**src/verilog/lc3_pkg.sv**
```systemverilog
// LC-3 subset core shared definitions
// Word types, opcode, ALU and state encodings, instruction field positions
`default_nettype none

package lc3_pkg;

	localparam int word_w   = 16;
	localparam int reg_aw   = 3;
	localparam int num_regs = 8;

	typedef logic [word_w-1:0] word_t;
	typedef logic [reg_aw-1:0] reg_addr_t;

	// Codes not listed here run as no-ops
	typedef enum logic [3:0] {
		op_br   = 4'b0000,
		op_add  = 4'b0001,
		op_ld   = 4'b0010,
		op_st   = 4'b0011,
		op_and  = 4'b0101,
		op_not  = 4'b1001,
		op_jmp  = 4'b1100,
		op_halt = 4'b1111
	} opcode_t;

	typedef enum logic [1:0] {
		alu_add    = 2'd0,
		alu_and    = 2'd1,
		alu_not    = 2'd2,
		alu_pass_a = 2'd3
	} alu_op_t;

	typedef enum logic [1:0] {
		st_fetch  = 2'd0,
		st_decode = 2'd1,
		st_exec   = 2'd2,
		st_halt   = 2'd3
	} state_t;

	// ==============================
	// IR field positions
	localparam int op_hi    = 15;
	localparam int op_lo    = 12;
	localparam int dr_hi    = 11;
	localparam int dr_lo    = 9;
	localparam int sr1_hi   = 8;
	localparam int sr1_lo   = 6;
	localparam int imm_bit  = 5;
	localparam int sr2_hi   = 2;
	localparam int sr2_lo   = 0;
	localparam int nzp_hi   = 11;
	localparam int nzp_lo   = 9;
	// Sign bit of each offset field
	localparam int imm5_hi  = 4;
	localparam int off9_hi  = 8;

endpackage

`default_nettype wire

```
**src/verilog/lc3_control.sv**
```systemverilog
// LC-3 instruction sequencer
// Fetch, decode, execute FSM that drives all datapath and register file controls
`timescale 1ns/1ps
`default_nettype none

module lc3_control (
	input  logic               clk,
	input  logic               rst,
	input  lc3_pkg::word_t     ir,
	input  logic               n,
	input  logic               z,
	input  logic               p,
	output logic               ir_ld,
	output logic               pc_inc,
	output logic               pc_ld,
	output logic               pc_ld_off,
	output lc3_pkg::alu_op_t   alu_op,
	output logic               use_imm,
	output logic               wb_mem,
	output logic               rf_we,
	output lc3_pkg::reg_addr_t rf_waddr,
	output lc3_pkg::reg_addr_t rf_raddr0,
	output lc3_pkg::reg_addr_t rf_raddr1,
	output logic               cc_ld,
	output logic               addr_data,
	output logic               mem_we,
	output logic               halted
);

	lc3_pkg::state_t  state;
	lc3_pkg::state_t  next_state;
	lc3_pkg::opcode_t op;
	logic [2:0]       nzp_mask;
	logic             br_take;

	assign op       = lc3_pkg::opcode_t'(ir[lc3_pkg::op_hi:lc3_pkg::op_lo]);
	assign nzp_mask = ir[lc3_pkg::nzp_hi:lc3_pkg::nzp_lo];

	// Empty mask behaves as unconditional
	assign br_take = ((nzp_mask & {n, z, p}) != 3'b000) || (nzp_mask == 3'b000);

	// ST reads its source from the DR field
	assign rf_raddr0 = (op == lc3_pkg::op_st) ? ir[lc3_pkg::dr_hi:lc3_pkg::dr_lo]
	                                          : ir[lc3_pkg::sr1_hi:lc3_pkg::sr1_lo];
	assign rf_raddr1 = ir[lc3_pkg::sr2_hi:lc3_pkg::sr2_lo];
	assign rf_waddr  = ir[lc3_pkg::dr_hi:lc3_pkg::dr_lo];
	assign halted    = (state == lc3_pkg::st_halt);

	// ==============================
	// State register
	always_ff @(posedge clk) begin
		if (rst) begin
			state <= lc3_pkg::st_fetch;
		end else begin
			state <= next_state;
		end
	end

	always_comb begin
		next_state = state;
		case (state)
			lc3_pkg::st_fetch:  next_state = lc3_pkg::st_decode;
			lc3_pkg::st_decode: begin
				if (op == lc3_pkg::op_halt) begin
					next_state = lc3_pkg::st_halt;
				end else begin
					next_state = lc3_pkg::st_exec;
				end
			end
			lc3_pkg::st_exec:   next_state = lc3_pkg::st_fetch;
			default:            next_state = lc3_pkg::st_halt;
		endcase
	end

	// ==============================
	// Control outputs
	always_comb begin
		ir_ld     = 1'b0;
		pc_inc    = 1'b0;
		pc_ld     = 1'b0;
		pc_ld_off = 1'b0;
		alu_op    = lc3_pkg::alu_add;
		use_imm   = 1'b0;
		wb_mem    = 1'b0;
		rf_we     = 1'b0;
		cc_ld     = 1'b0;
		addr_data = 1'b0;
		mem_we    = 1'b0;
		case (state)
			lc3_pkg::st_fetch: begin
				ir_ld  = 1'b1;
				pc_inc = 1'b1;
			end
			lc3_pkg::st_exec: begin
				case (op)
					lc3_pkg::op_add, lc3_pkg::op_and: begin
						alu_op  = (op == lc3_pkg::op_add) ? lc3_pkg::alu_add
						                                  : lc3_pkg::alu_and;
						use_imm = ir[lc3_pkg::imm_bit];
						rf_we   = 1'b1;
						cc_ld   = 1'b1;
					end
					lc3_pkg::op_not: begin
						alu_op = lc3_pkg::alu_not;
						rf_we  = 1'b1;
						cc_ld  = 1'b1;
					end
					lc3_pkg::op_ld: begin
						addr_data = 1'b1;
						wb_mem    = 1'b1;
						rf_we     = 1'b1;
						cc_ld     = 1'b1;
					end
					lc3_pkg::op_st: begin
						alu_op    = lc3_pkg::alu_pass_a;
						addr_data = 1'b1;
						mem_we    = 1'b1;
					end
					lc3_pkg::op_br: pc_ld_off = br_take;
					lc3_pkg::op_jmp: begin
						alu_op = lc3_pkg::alu_pass_a;
						pc_ld  = 1'b1;
					end
					default: ;
				endcase
			end
			default: ;
		endcase
	end

endmodule

`default_nettype wire

```
**src/verilog/lc3_regfile.sv**
```systemverilog
// General register file, eight words
// Synchronous write, two combinational read ports
`timescale 1ns/1ps
`default_nettype none

module lc3_regfile (
	input  logic               clk,
	input  logic               we,
	input  lc3_pkg::reg_addr_t waddr,
	input  lc3_pkg::word_t     wdata,
	input  lc3_pkg::reg_addr_t raddr0,
	input  lc3_pkg::reg_addr_t raddr1,
	output lc3_pkg::word_t     rdata0,
	output lc3_pkg::word_t     rdata1
);

	lc3_pkg::word_t regs [lc3_pkg::num_regs];

	always_ff @(posedge clk) begin
		if (we) begin
			regs[waddr] <= wdata;
		end
	end

	// Reads see the old value during a write
	assign rdata0 = regs[raddr0];
	assign rdata1 = regs[raddr1];

endmodule

`default_nettype wire

```
**src/verilog/lc3_datapath.sv**
```systemverilog
// LC-3 datapath
// PC, IR, ALU, offset extension, write-back select, flags and memory address mux
`timescale 1ns/1ps
`default_nettype none

module lc3_datapath (
	input  logic             clk,
	input  logic             rst,
	input  logic             ir_ld,
	input  logic             pc_inc,
	input  logic             pc_ld,
	input  logic             pc_ld_off,
	input  lc3_pkg::alu_op_t alu_op,
	input  logic             use_imm,
	input  logic             wb_mem,
	input  logic             cc_ld,
	input  logic             addr_data,
	input  lc3_pkg::word_t   rdata0,
	input  lc3_pkg::word_t   rdata1,
	input  lc3_pkg::word_t   mem_rdata,
	output lc3_pkg::word_t   ir,
	output logic             n,
	output logic             z,
	output logic             p,
	output lc3_pkg::word_t   wdata,
	output lc3_pkg::word_t   mem_addr,
	output lc3_pkg::word_t   mem_wdata
);

	localparam int imm5_ext = lc3_pkg::word_w - lc3_pkg::imm5_hi - 1;
	localparam int off9_ext = lc3_pkg::word_w - lc3_pkg::off9_hi - 1;

	lc3_pkg::word_t pc;
	lc3_pkg::word_t imm5;
	lc3_pkg::word_t off9;
	lc3_pkg::word_t pc_off;
	lc3_pkg::word_t alu_b;
	lc3_pkg::word_t alu_y;

	// ==============================
	// Offset extension
	assign imm5 = {{imm5_ext{ir[lc3_pkg::imm5_hi]}}, ir[lc3_pkg::imm5_hi:0]};
	assign off9 = {{off9_ext{ir[lc3_pkg::off9_hi]}}, ir[lc3_pkg::off9_hi:0]};

	// PC already points past the instruction here
	assign pc_off = pc + off9;

	// ==============================
	// PC and IR
	always_ff @(posedge clk) begin
		if (rst) begin
			pc <= '0;
		end else if (pc_ld) begin
			pc <= alu_y;
		end else if (pc_ld_off) begin
			pc <= pc_off;
		end else if (pc_inc) begin
			pc <= pc + lc3_pkg::word_t'(1);
		end
	end

	always_ff @(posedge clk) begin
		if (ir_ld) begin
			ir <= mem_rdata;
		end
	end

	// ==============================
	// ALU
	assign alu_b = use_imm ? imm5 : rdata1;

	always_comb begin
		case (alu_op)
			lc3_pkg::alu_add: alu_y = rdata0 + alu_b;
			lc3_pkg::alu_and: alu_y = rdata0 & alu_b;
			lc3_pkg::alu_not: alu_y = ~rdata0;
			default:          alu_y = rdata0;
		endcase
	end

	assign wdata = wb_mem ? mem_rdata : alu_y;

	// Flags follow the value being written back
	always_ff @(posedge clk) begin
		if (rst) begin
			n <= 1'b0;
			z <= 1'b0;
			p <= 1'b0;
		end else if (cc_ld) begin
			n <= wdata[lc3_pkg::word_w-1];
			z <= (wdata == '0);
			p <= !wdata[lc3_pkg::word_w-1] && (wdata != '0);
		end
	end

	// ==============================
	// Memory port
	assign mem_addr  = addr_data ? pc_off : pc;
	assign mem_wdata = alu_y;

endmodule

`default_nettype wire

```
**src/verilog/lc3_core.sv**
```systemverilog
// LC-3 subset core top level
// Controller, datapath and register file around one memory port
`timescale 1ns/1ps
`default_nettype none

module lc3_core (
	input  logic           clk,
	input  logic           rst,
	input  lc3_pkg::word_t mem_rdata,
	output lc3_pkg::word_t mem_addr,
	output lc3_pkg::word_t mem_wdata,
	output logic           mem_we,
	output logic           halted
);

	lc3_pkg::word_t     ir;
	lc3_pkg::word_t     wdata;
	lc3_pkg::word_t     rdata0;
	lc3_pkg::word_t     rdata1;
	lc3_pkg::alu_op_t   alu_op;
	lc3_pkg::reg_addr_t rf_waddr;
	lc3_pkg::reg_addr_t rf_raddr0;
	lc3_pkg::reg_addr_t rf_raddr1;
	logic               n;
	logic               z;
	logic               p;
	logic               ir_ld;
	logic               pc_inc;
	logic               pc_ld;
	logic               pc_ld_off;
	logic               use_imm;
	logic               wb_mem;
	logic               rf_we;
	logic               cc_ld;
	logic               addr_data;

	lc3_control ctrl0 (
		.clk(clk), .rst(rst), .ir(ir), .n(n), .z(z), .p(p),
		.ir_ld(ir_ld), .pc_inc(pc_inc), .pc_ld(pc_ld), .pc_ld_off(pc_ld_off),
		.alu_op(alu_op), .use_imm(use_imm), .wb_mem(wb_mem), .rf_we(rf_we),
		.rf_waddr(rf_waddr), .rf_raddr0(rf_raddr0), .rf_raddr1(rf_raddr1),
		.cc_ld(cc_ld), .addr_data(addr_data), .mem_we(mem_we), .halted(halted)
	);

	lc3_datapath dp0 (
		.clk(clk), .rst(rst), .ir_ld(ir_ld), .pc_inc(pc_inc), .pc_ld(pc_ld),
		.pc_ld_off(pc_ld_off), .alu_op(alu_op), .use_imm(use_imm), .wb_mem(wb_mem),
		.cc_ld(cc_ld), .addr_data(addr_data), .rdata0(rdata0), .rdata1(rdata1),
		.mem_rdata(mem_rdata), .ir(ir), .n(n), .z(z), .p(p), .wdata(wdata),
		.mem_addr(mem_addr), .mem_wdata(mem_wdata)
	);

	lc3_regfile rf0 (
		.clk(clk), .we(rf_we), .waddr(rf_waddr), .wdata(wdata),
		.raddr0(rf_raddr0), .raddr1(rf_raddr1), .rdata0(rdata0), .rdata1(rdata1)
	);

endmodule

`default_nettype wire

```
**config.mk**
```make
export PLATFORM = sky130hd
export DESIGN_NAME = lc3_core
export DESIGN_NICKNAME = d
export VERILOG_FILES = /design/src/verilog/lc3_pkg.sv /design/src/verilog/lc3_control.sv /design/src/verilog/lc3_regfile.sv /design/src/verilog/lc3_datapath.sv /design/src/verilog/lc3_core.sv
export SDC_FILE = /design/constraint.sdc
export NUM_CORES = 1
export LEC_CHECK = 0
export BUFFER_PORTS_ARGS = -buffer_cell sky130_fd_sc_hd__buf_2
export CORE_ASPECT_RATIO = 0.8
export CORE_MARGIN = 2
export CORE_UTILIZATION = 40
export DETAILED_ROUTE_END_ITERATION = 8
export SLEW_MARGIN = 15
export SYNTH_ARGS = -nofsm -noshare
export SYNTH_HDL_FRONTEND = slang
export SYNTH_HIERARCHICAL = 1
export SYNTH_SLANG_ARGS = --single-unit
export TNS_END_PERCENT = 30
```
**constraint.sdc**
```tcl
create_clock -name clk -period 10.1 [get_ports clk]
set_clock_uncertainty 0.1 [all_clocks]
set_input_delay 0.505 -clock clk [delete_from_list [all_inputs] [get_ports clk]]
set_output_delay 0.505 -clock clk [all_outputs]
set_load 0.01 [all_outputs]
```
# Word-level counts from Yosys, hierarchy flattened
# Memory sizes are Yosys's and may differ from the RTL's. A register that Yosys moved wholly into a read port is not among the register bits.
# Cells that the tools add are included.
[totals]
reg_bits = 37
mem_bits_rw = 128
in_bits = 18
wordCells = 71
n_memories = 1
out_inout_bits = 34
[memory_table]
columns = ["memory", "words", "width", "read_ports", "rd_ports_with_merged_regs", "wr", "line", "source"]
rows = [
  ["rf0.regs", 8, 16, 2, 1, 1, "lc3_regfile.sv:17", "lc3_pkg::word_t regs [lc3_pkg::num_regs];"],
]
[classes]
bitwise_logic = 3
addsub = 3
n_eq_ne = 12
reduce_logical = 15
muxes = 31
[op_table]
columns = ["cell", "n"]
rows = [
  ["$mux 16", 6],
  ["$pmux 16 s3", 1],
  ["$add 16x16->16", 2],
  ["$mux 1", 19],
  ["$add 16x1->16 const B", 1],
  ["$and 16x16->16", 1],
  ["$logic_not 16->1", 1],
  ["$not 16->16", 1],
  ["$reduce_bool 16->1", 1],
  ["$eq 4x4->1 const B", 3],
  ["$pmux 2 s3", 2],
  ["$eq 4x2->1 const B", 2],
  ["$eq 2x2->1 const B", 3],
  ["$mux 3", 2],
  ["$reduce_bool 3->1", 2],
  ["$reduce_or 2->1", 3],
  ["$eq 2x1->1 const B", 2],
  ["$eq 4x1->1 const B", 1],
  ["$eq 4x3->1 const B", 1],
  ["$logic_not 2->1", 2],
  ["$logic_not 4->1", 1],
  ["$reduce_or 4->1", 1],
  ["$and 3x3->3", 1],
  ["$logic_not 3->1", 1],
  ["other kinds (4)", 4],
]

# Longest topological paths before layout
[logic_depth]
ltp_word = 10
mapped_depth = 18
ltp_nobuf = 14

# By module
# Netlist, hierarchy kept.
[by_module_without_submodules]
columns = ["module", "instances", "area_each_um2", "cells_each", "seq_area_each_um2"]
rows = [
  ["lc3_regfile", 1, 6044.5, 255, 3843.7],
  ["lc3_datapath", 1, 4528.1, 586, 860.8],
  ["lc3_control", 1, 382.9, 49, 40.0],
]

# Worst setup path before layout
# Ideal clock, no wire load.
[synth_path]
path_kind = "register to register"
startpoint = "register dp0.ir[14]"
endpoint = "memory rf0/regs[0][14] in the netlist's numbering, data pin"
arrival_time_ns = 4.217
path_buffers = 3
required_ns = 9.735
setup_time_ns = 0.265
stages_incl_launch_ff = 17
synth_period_minus_slack_ns = 4.582
path_slack_ns = 5.518
path_cell_list = "edfxtp_1 -> buf_6 -> and4bb_4 -> mux2_4 -> buf_6 -> buf_6 -> mux4_2 -> mux2_2 -> ha_1 -> fa_1 -> a21oi_1 -> o21bai_1 -> o2111a_1 -> o21ai_0 -> a21oi_1 -> or2_2 -> o21ai_0"
[synth_via]
word_cells_on_any_way = 26
cone_classes = "1 x add/sub; 8 x eq/ne; 11 x mux; 2 x bitwise; 3 x reduce/logical; 1 x memory"
[synth_rtl]
columns = ["element", "line", "source"]
rows = [
  ["from (decl)", "lc3_datapath.sv:21", "output lc3_pkg::word_t ir,"],
  ["from (signal assigned)", "lc3_datapath.sv:64", "ir <= mem_rdata;"],
  ["$eq 4x2->1", "lc3_control.sv:43", "assign rf_raddr0 = (op == lc3_pkg::op_st) ? ir[lc3_pkg::dr_hi:lc3_pkg::dr_lo]"],
  ["$mux 3", "lc3_control.sv:43", ""],
  ["net rf_raddr0[0]", "lc3_core.sv:22", "lc3_pkg::reg_addr_t rf_raddr0;"],
  ["$mem_v2 8x16", "--", ""],
  ["net rdata0[0]", "lc3_core.sv:18", "lc3_pkg::word_t rdata0;"],
  ["$add 16x16->16", "lc3_datapath.sv:74", "lc3_pkg::alu_add: alu_y = rdata0 + alu_b;"],
  ["$pmux 16 s3", "lc3_datapath.sv:73", "case (alu_op)"],
  ["$mux 16", "lc3_datapath.sv:81", "assign wdata = wb_mem ? mem_rdata : alu_y;"],
  ["net wdata[14]", "lc3_core.sv:17", "lc3_pkg::word_t wdata;"],
  ["to (decl)", "lc3_regfile.sv:17", ""],
]
# The timed path passes the listed nets, and every way through them passes these cells.

# Worst setup path after layout
[layout_path]
startpoint = "register dp0.ir[14]"
endpoint = "output port mem_wdata[12]"
[layout_via]
word_cells_on_any_way = 22
cone_classes = "1 x add/sub; 7 x eq/ne; 8 x mux; 2 x bitwise; 3 x reduce/logical; 1 x memory"
[layout_rtl]
columns = ["element", "line", "source"]
rows = [
  ["$eq 4x2->1", "lc3_control.sv:43", ""],
  ["$mux 3", "lc3_control.sv:43", ""],
  ["net rf_raddr0[0]", "lc3_core.sv:22", ""],
  ["$mem_v2 8x16", "--", ""],
  ["net rdata0[0]", "lc3_core.sv:18", ""],
  ["$add 16x16->16", "lc3_datapath.sv:74", ""],
  ["$pmux 16 s3", "lc3_datapath.sv:73", ""],
  ["to (decl)", "lc3_core.sv:11", "output lc3_pkg::word_t mem_wdata,"],
]
# The timed path passes the listed nets, and every way through them passes these cells.

==> impl_metrics.csv <==
group,metric,value,unit
timing,fin_crit_sh,58.43,%
drt,wirelength,29800,um
run,cap_violations,0,
synthesis,ys_seq_elements,165,
timing,slew_headroom,17.32,%
critical_path,cp_cell_sequence,"and4bb_4 -> mux2_4 -> mux4_1 -> mux2_2 -> ha_1 -> fa_1 -> a211oi_1 -> nor4_1 -> o31ai_1 -> mux2i_1 -> a22oi_1 -> inv_1 -> buf_2",
clock_tree,cts-root-buf,"clkbuf_16",
drt,top_layer,"met4",
global_route,grt_pass1_wl,45390,um
power_and_ir_drop,power.total,2.333,mW
timing,max_freq,169.5,MHz
timing,rsz0062_at_grt,"false",
power_and_ir_drop,power_leakage,4.449,nW
critical_path,rrSetupSlack,4.67,ns
clock_tree,cts.sinks,165,
timing,hold_viol_final,0,
timing,whs,0.1746,ns
critical_path,endpoint_kind,"primary output",
drt,wire_per_inst,23.07,um
synthesis,synth-seq-area-share,43.31,%
floorplanning,die_y,152.0,um
critical_path,r2r_start,"dp0/ir[14]",
global_route,grt_pass1_vias,7321,
floorplanning,initial_core_util,40.44,%
critical_path,cp_top_family,"multiplexers",
drt,final_antenna_net_count,0,
clock_tree,cts_tree,"built",
global_route,grt_max_degree,35,
synthesis,synth-edff-count,144,
drt,vias_per_cell,6.010,
synthesis,synth_cells,890,
min_path,hp-class,"in -> reg",
synthesis,synth_top_flop_cell,"edfxtp_1",
synthesis,synth.distinct_cells,82,
timing,tightest_slew,1.234,ns
synthesis,syn_avg_cell_area,12.31,sq um
outcome,status,"complete, no violations",
critical_path,cp_num_buf_inv,2,
clock_tree,cts_htree_levels,4,
global_route,grt_remaining_overflow,0,
drt,drc,0,
global_route,grtUsageTotal,20.99,%
timing,finalSetupTns,0,ns
clock_tree,clk_latency,0.44,ns
floorplanning,rows,54,
power_and_ir_drop,max-vdd-ir-drop,0.1394,mV
min_path,hp-start,"mem_rdata[1]",
drt,dr_wl_met2,12490,um
critical_path,cp_data_required_time,9.50,ns
drt,firstDrtPassIters,5,
drt,met3_wirelength,2675,um
clock_tree,cts_made_buffers,17,
critical_path,slowest_stage,"mux4_1",
critical_path,slowest_delay,0.63,ns
clock_tree,post_cts_buffers,0,
synthesis,synth_nets,942,
drt,m1WireLength,14210,um
clock_tree,max-clock-path-buffers,2,
critical_path,critPathKind,"reg -> out",
global_route,antenna_found_initial,0,
floorplanning,io_pins,52,
critical_path,critPathLaunch,"dp0/ir[14]",
synthesis,yosys_warnings,6,
timing,fin_crit,5.901,ns
critical_path,crit_fanout,32,
final_layout,drive_gt1_share,21.01,%
clock_tree,clk_pin_slew,0.07,ns
floorplanning,dieArea,0.02874,sq mm
place,dp_hpwl,20480,um
place,io_buffers,51,
drt,drt_iter0_drc,847,
timing,slew_viol_final,0,
final_layout,layout.nets,967,
final_layout,antenna_cells,0,
floorplanning,die_w,189.0,um
floorplanning,core-area,0.02709,sq mm
place,place_congestion,0.9408,
clock_tree,cts_resized,0,
timing,setup_viol,0,
synthesis,async_flop_share,0,%
power_and_ir_drop,cellPowerDensity,193.6,mW/mm^2
critical_path,start_kind,"flop",
synthesis,synthesis.area,0.01096,sq mm
critical_path,worstPathArrival,5.30,ns
final_layout,area_growth,10.00,%
clock_tree,ctsHoldBuffers,0,
drt,via_count,7765,
-- power by group --
part           total, mW  leakage [nW]  internal, mW  switching, mW
sequential         0.870          1.48         0.854         0.0168
clock              0.665         0.299         0.356          0.310
combinational      0.797          2.67         0.286          0.510
-- cell usage in the layout (no fill, tap or decap), types with 21 or more instances in the layout --
cell and n:
edfxtp_1 144, o21ai_0 47, nor2_1 45, mux2_2 51
mux4_1 56, xnor2_1 22, a21oi_1 43, dfxtp_1 21
nand2_1 76, ha_1 32, xor2_1 27, inv_1 33
buf_2 51
-- area by class of cell --
| class | instances | area, sq um |
|---|---|---|
| multi-input cells | 626 | 5719 |
| inverters | 36 | 135.1 |
| clock buffers | 17 | 425.4 |
| repair buffers | 69 | 390.4 |
| clock inverters | 15 | 181.4 |
| flip-flops and latches | 165 | 4745 |
| well taps | 364 | 455.4 |
| fillers | 2522 | 15040 |
-- registers in the layout, summed over array words and instances, names as in the netlist --
register,count
dp0/z,1
dp0/ir,16
dp0/p,1
dp0/n,1
ctrl0/state,2
dp0/pc,16
rf0/regs,128
-- per-stage QoR --
step	utilization (%)	setup slack (ns)	area [sq um]	std cells
final	44.48	4.199	12050	1292
after global routing	44.48	3.913	12050	1292
after CTS	44.48	4.172	12050	1292
after detailed placement	42.24	4.654	11440	1260
after global placement	42.24	4.733	11440	1260
after floorplan	-	5.518	10960	890
-- logic make-up (layout without fill, tap and decap cells) --
| group | Yosys count | after routing | synth area share (%) |
|---|---|---|---|
| flops | 165 | 165 | 43.31 |
| compound gates | 187 | 187 | 11.77 |
| simple gates | 230 | 230 | 10.56 |
| fa+ha+maj | 34 | 34 | 4.020 |
| mux | 126 | 126 | 21.46 |
| buf+inv | 99 | 137 | 4.957 |
| xor+xnor | 49 | 49 | 3.917 |
-- layer usage --
metal	vias to the layer above	global-route usage, %
li1	3525	-
met1	3869	32.39
met2	341	29.30
met3	30	5.567
met4	0	4.576
met5	-	0
-- final timing paths --
| check | cells after the start | end |
|---|---|---|
| worst max-delay path | 13 | mem_wdata[12] |
| worst min-delay path | 1 | dp0/ir[1] |
| worst max register to register | 13 | rf0/regs[6][14] |
| worst min register to register | 2 | dp0/n |
-- cells in the mapped netlist (all sizes together), types with 7 or more instances --
| library cell | count | area (sq um) |
|---|---|---|
| inv | 33 | 123.9 |
| o21ai | 51 | 259.0 |
| mux4 | 64 | 1652 |
| nand4 | 8 | 71.32 |
| nand2 | 76 | 285.3 |
| buf | 40 | 316.6 |
| nor2 | 52 | 195.2 |
| mux2 | 54 | 619.3 |
| dfxtp | 21 | 420.4 |
| or3 | 11 | 68.82 |
| and2 | 7 | 43.79 |
| mux2i | 8 | 80.08 |
| clkbuf | 23 | 91.34 |
| xnor2 | 22 | 192.7 |
| edfxtp | 144 | 4324 |
| ha | 32 | 400.4 |
| a31oi | 8 | 56.30 |
| o211ai | 8 | 73.82 |
| a21oi | 46 | 237.7 |
| nand3 | 12 | 60.06 |
| a211oi | 14 | 122.6 |
| xor2 | 27 | 236.5 |
| nor2b | 12 | 75.07 |
| nor3 | 11 | 60.06 |
| nand2b | 10 | 62.56 |
No activity file was read; power rests on OpenSTA's default activity.
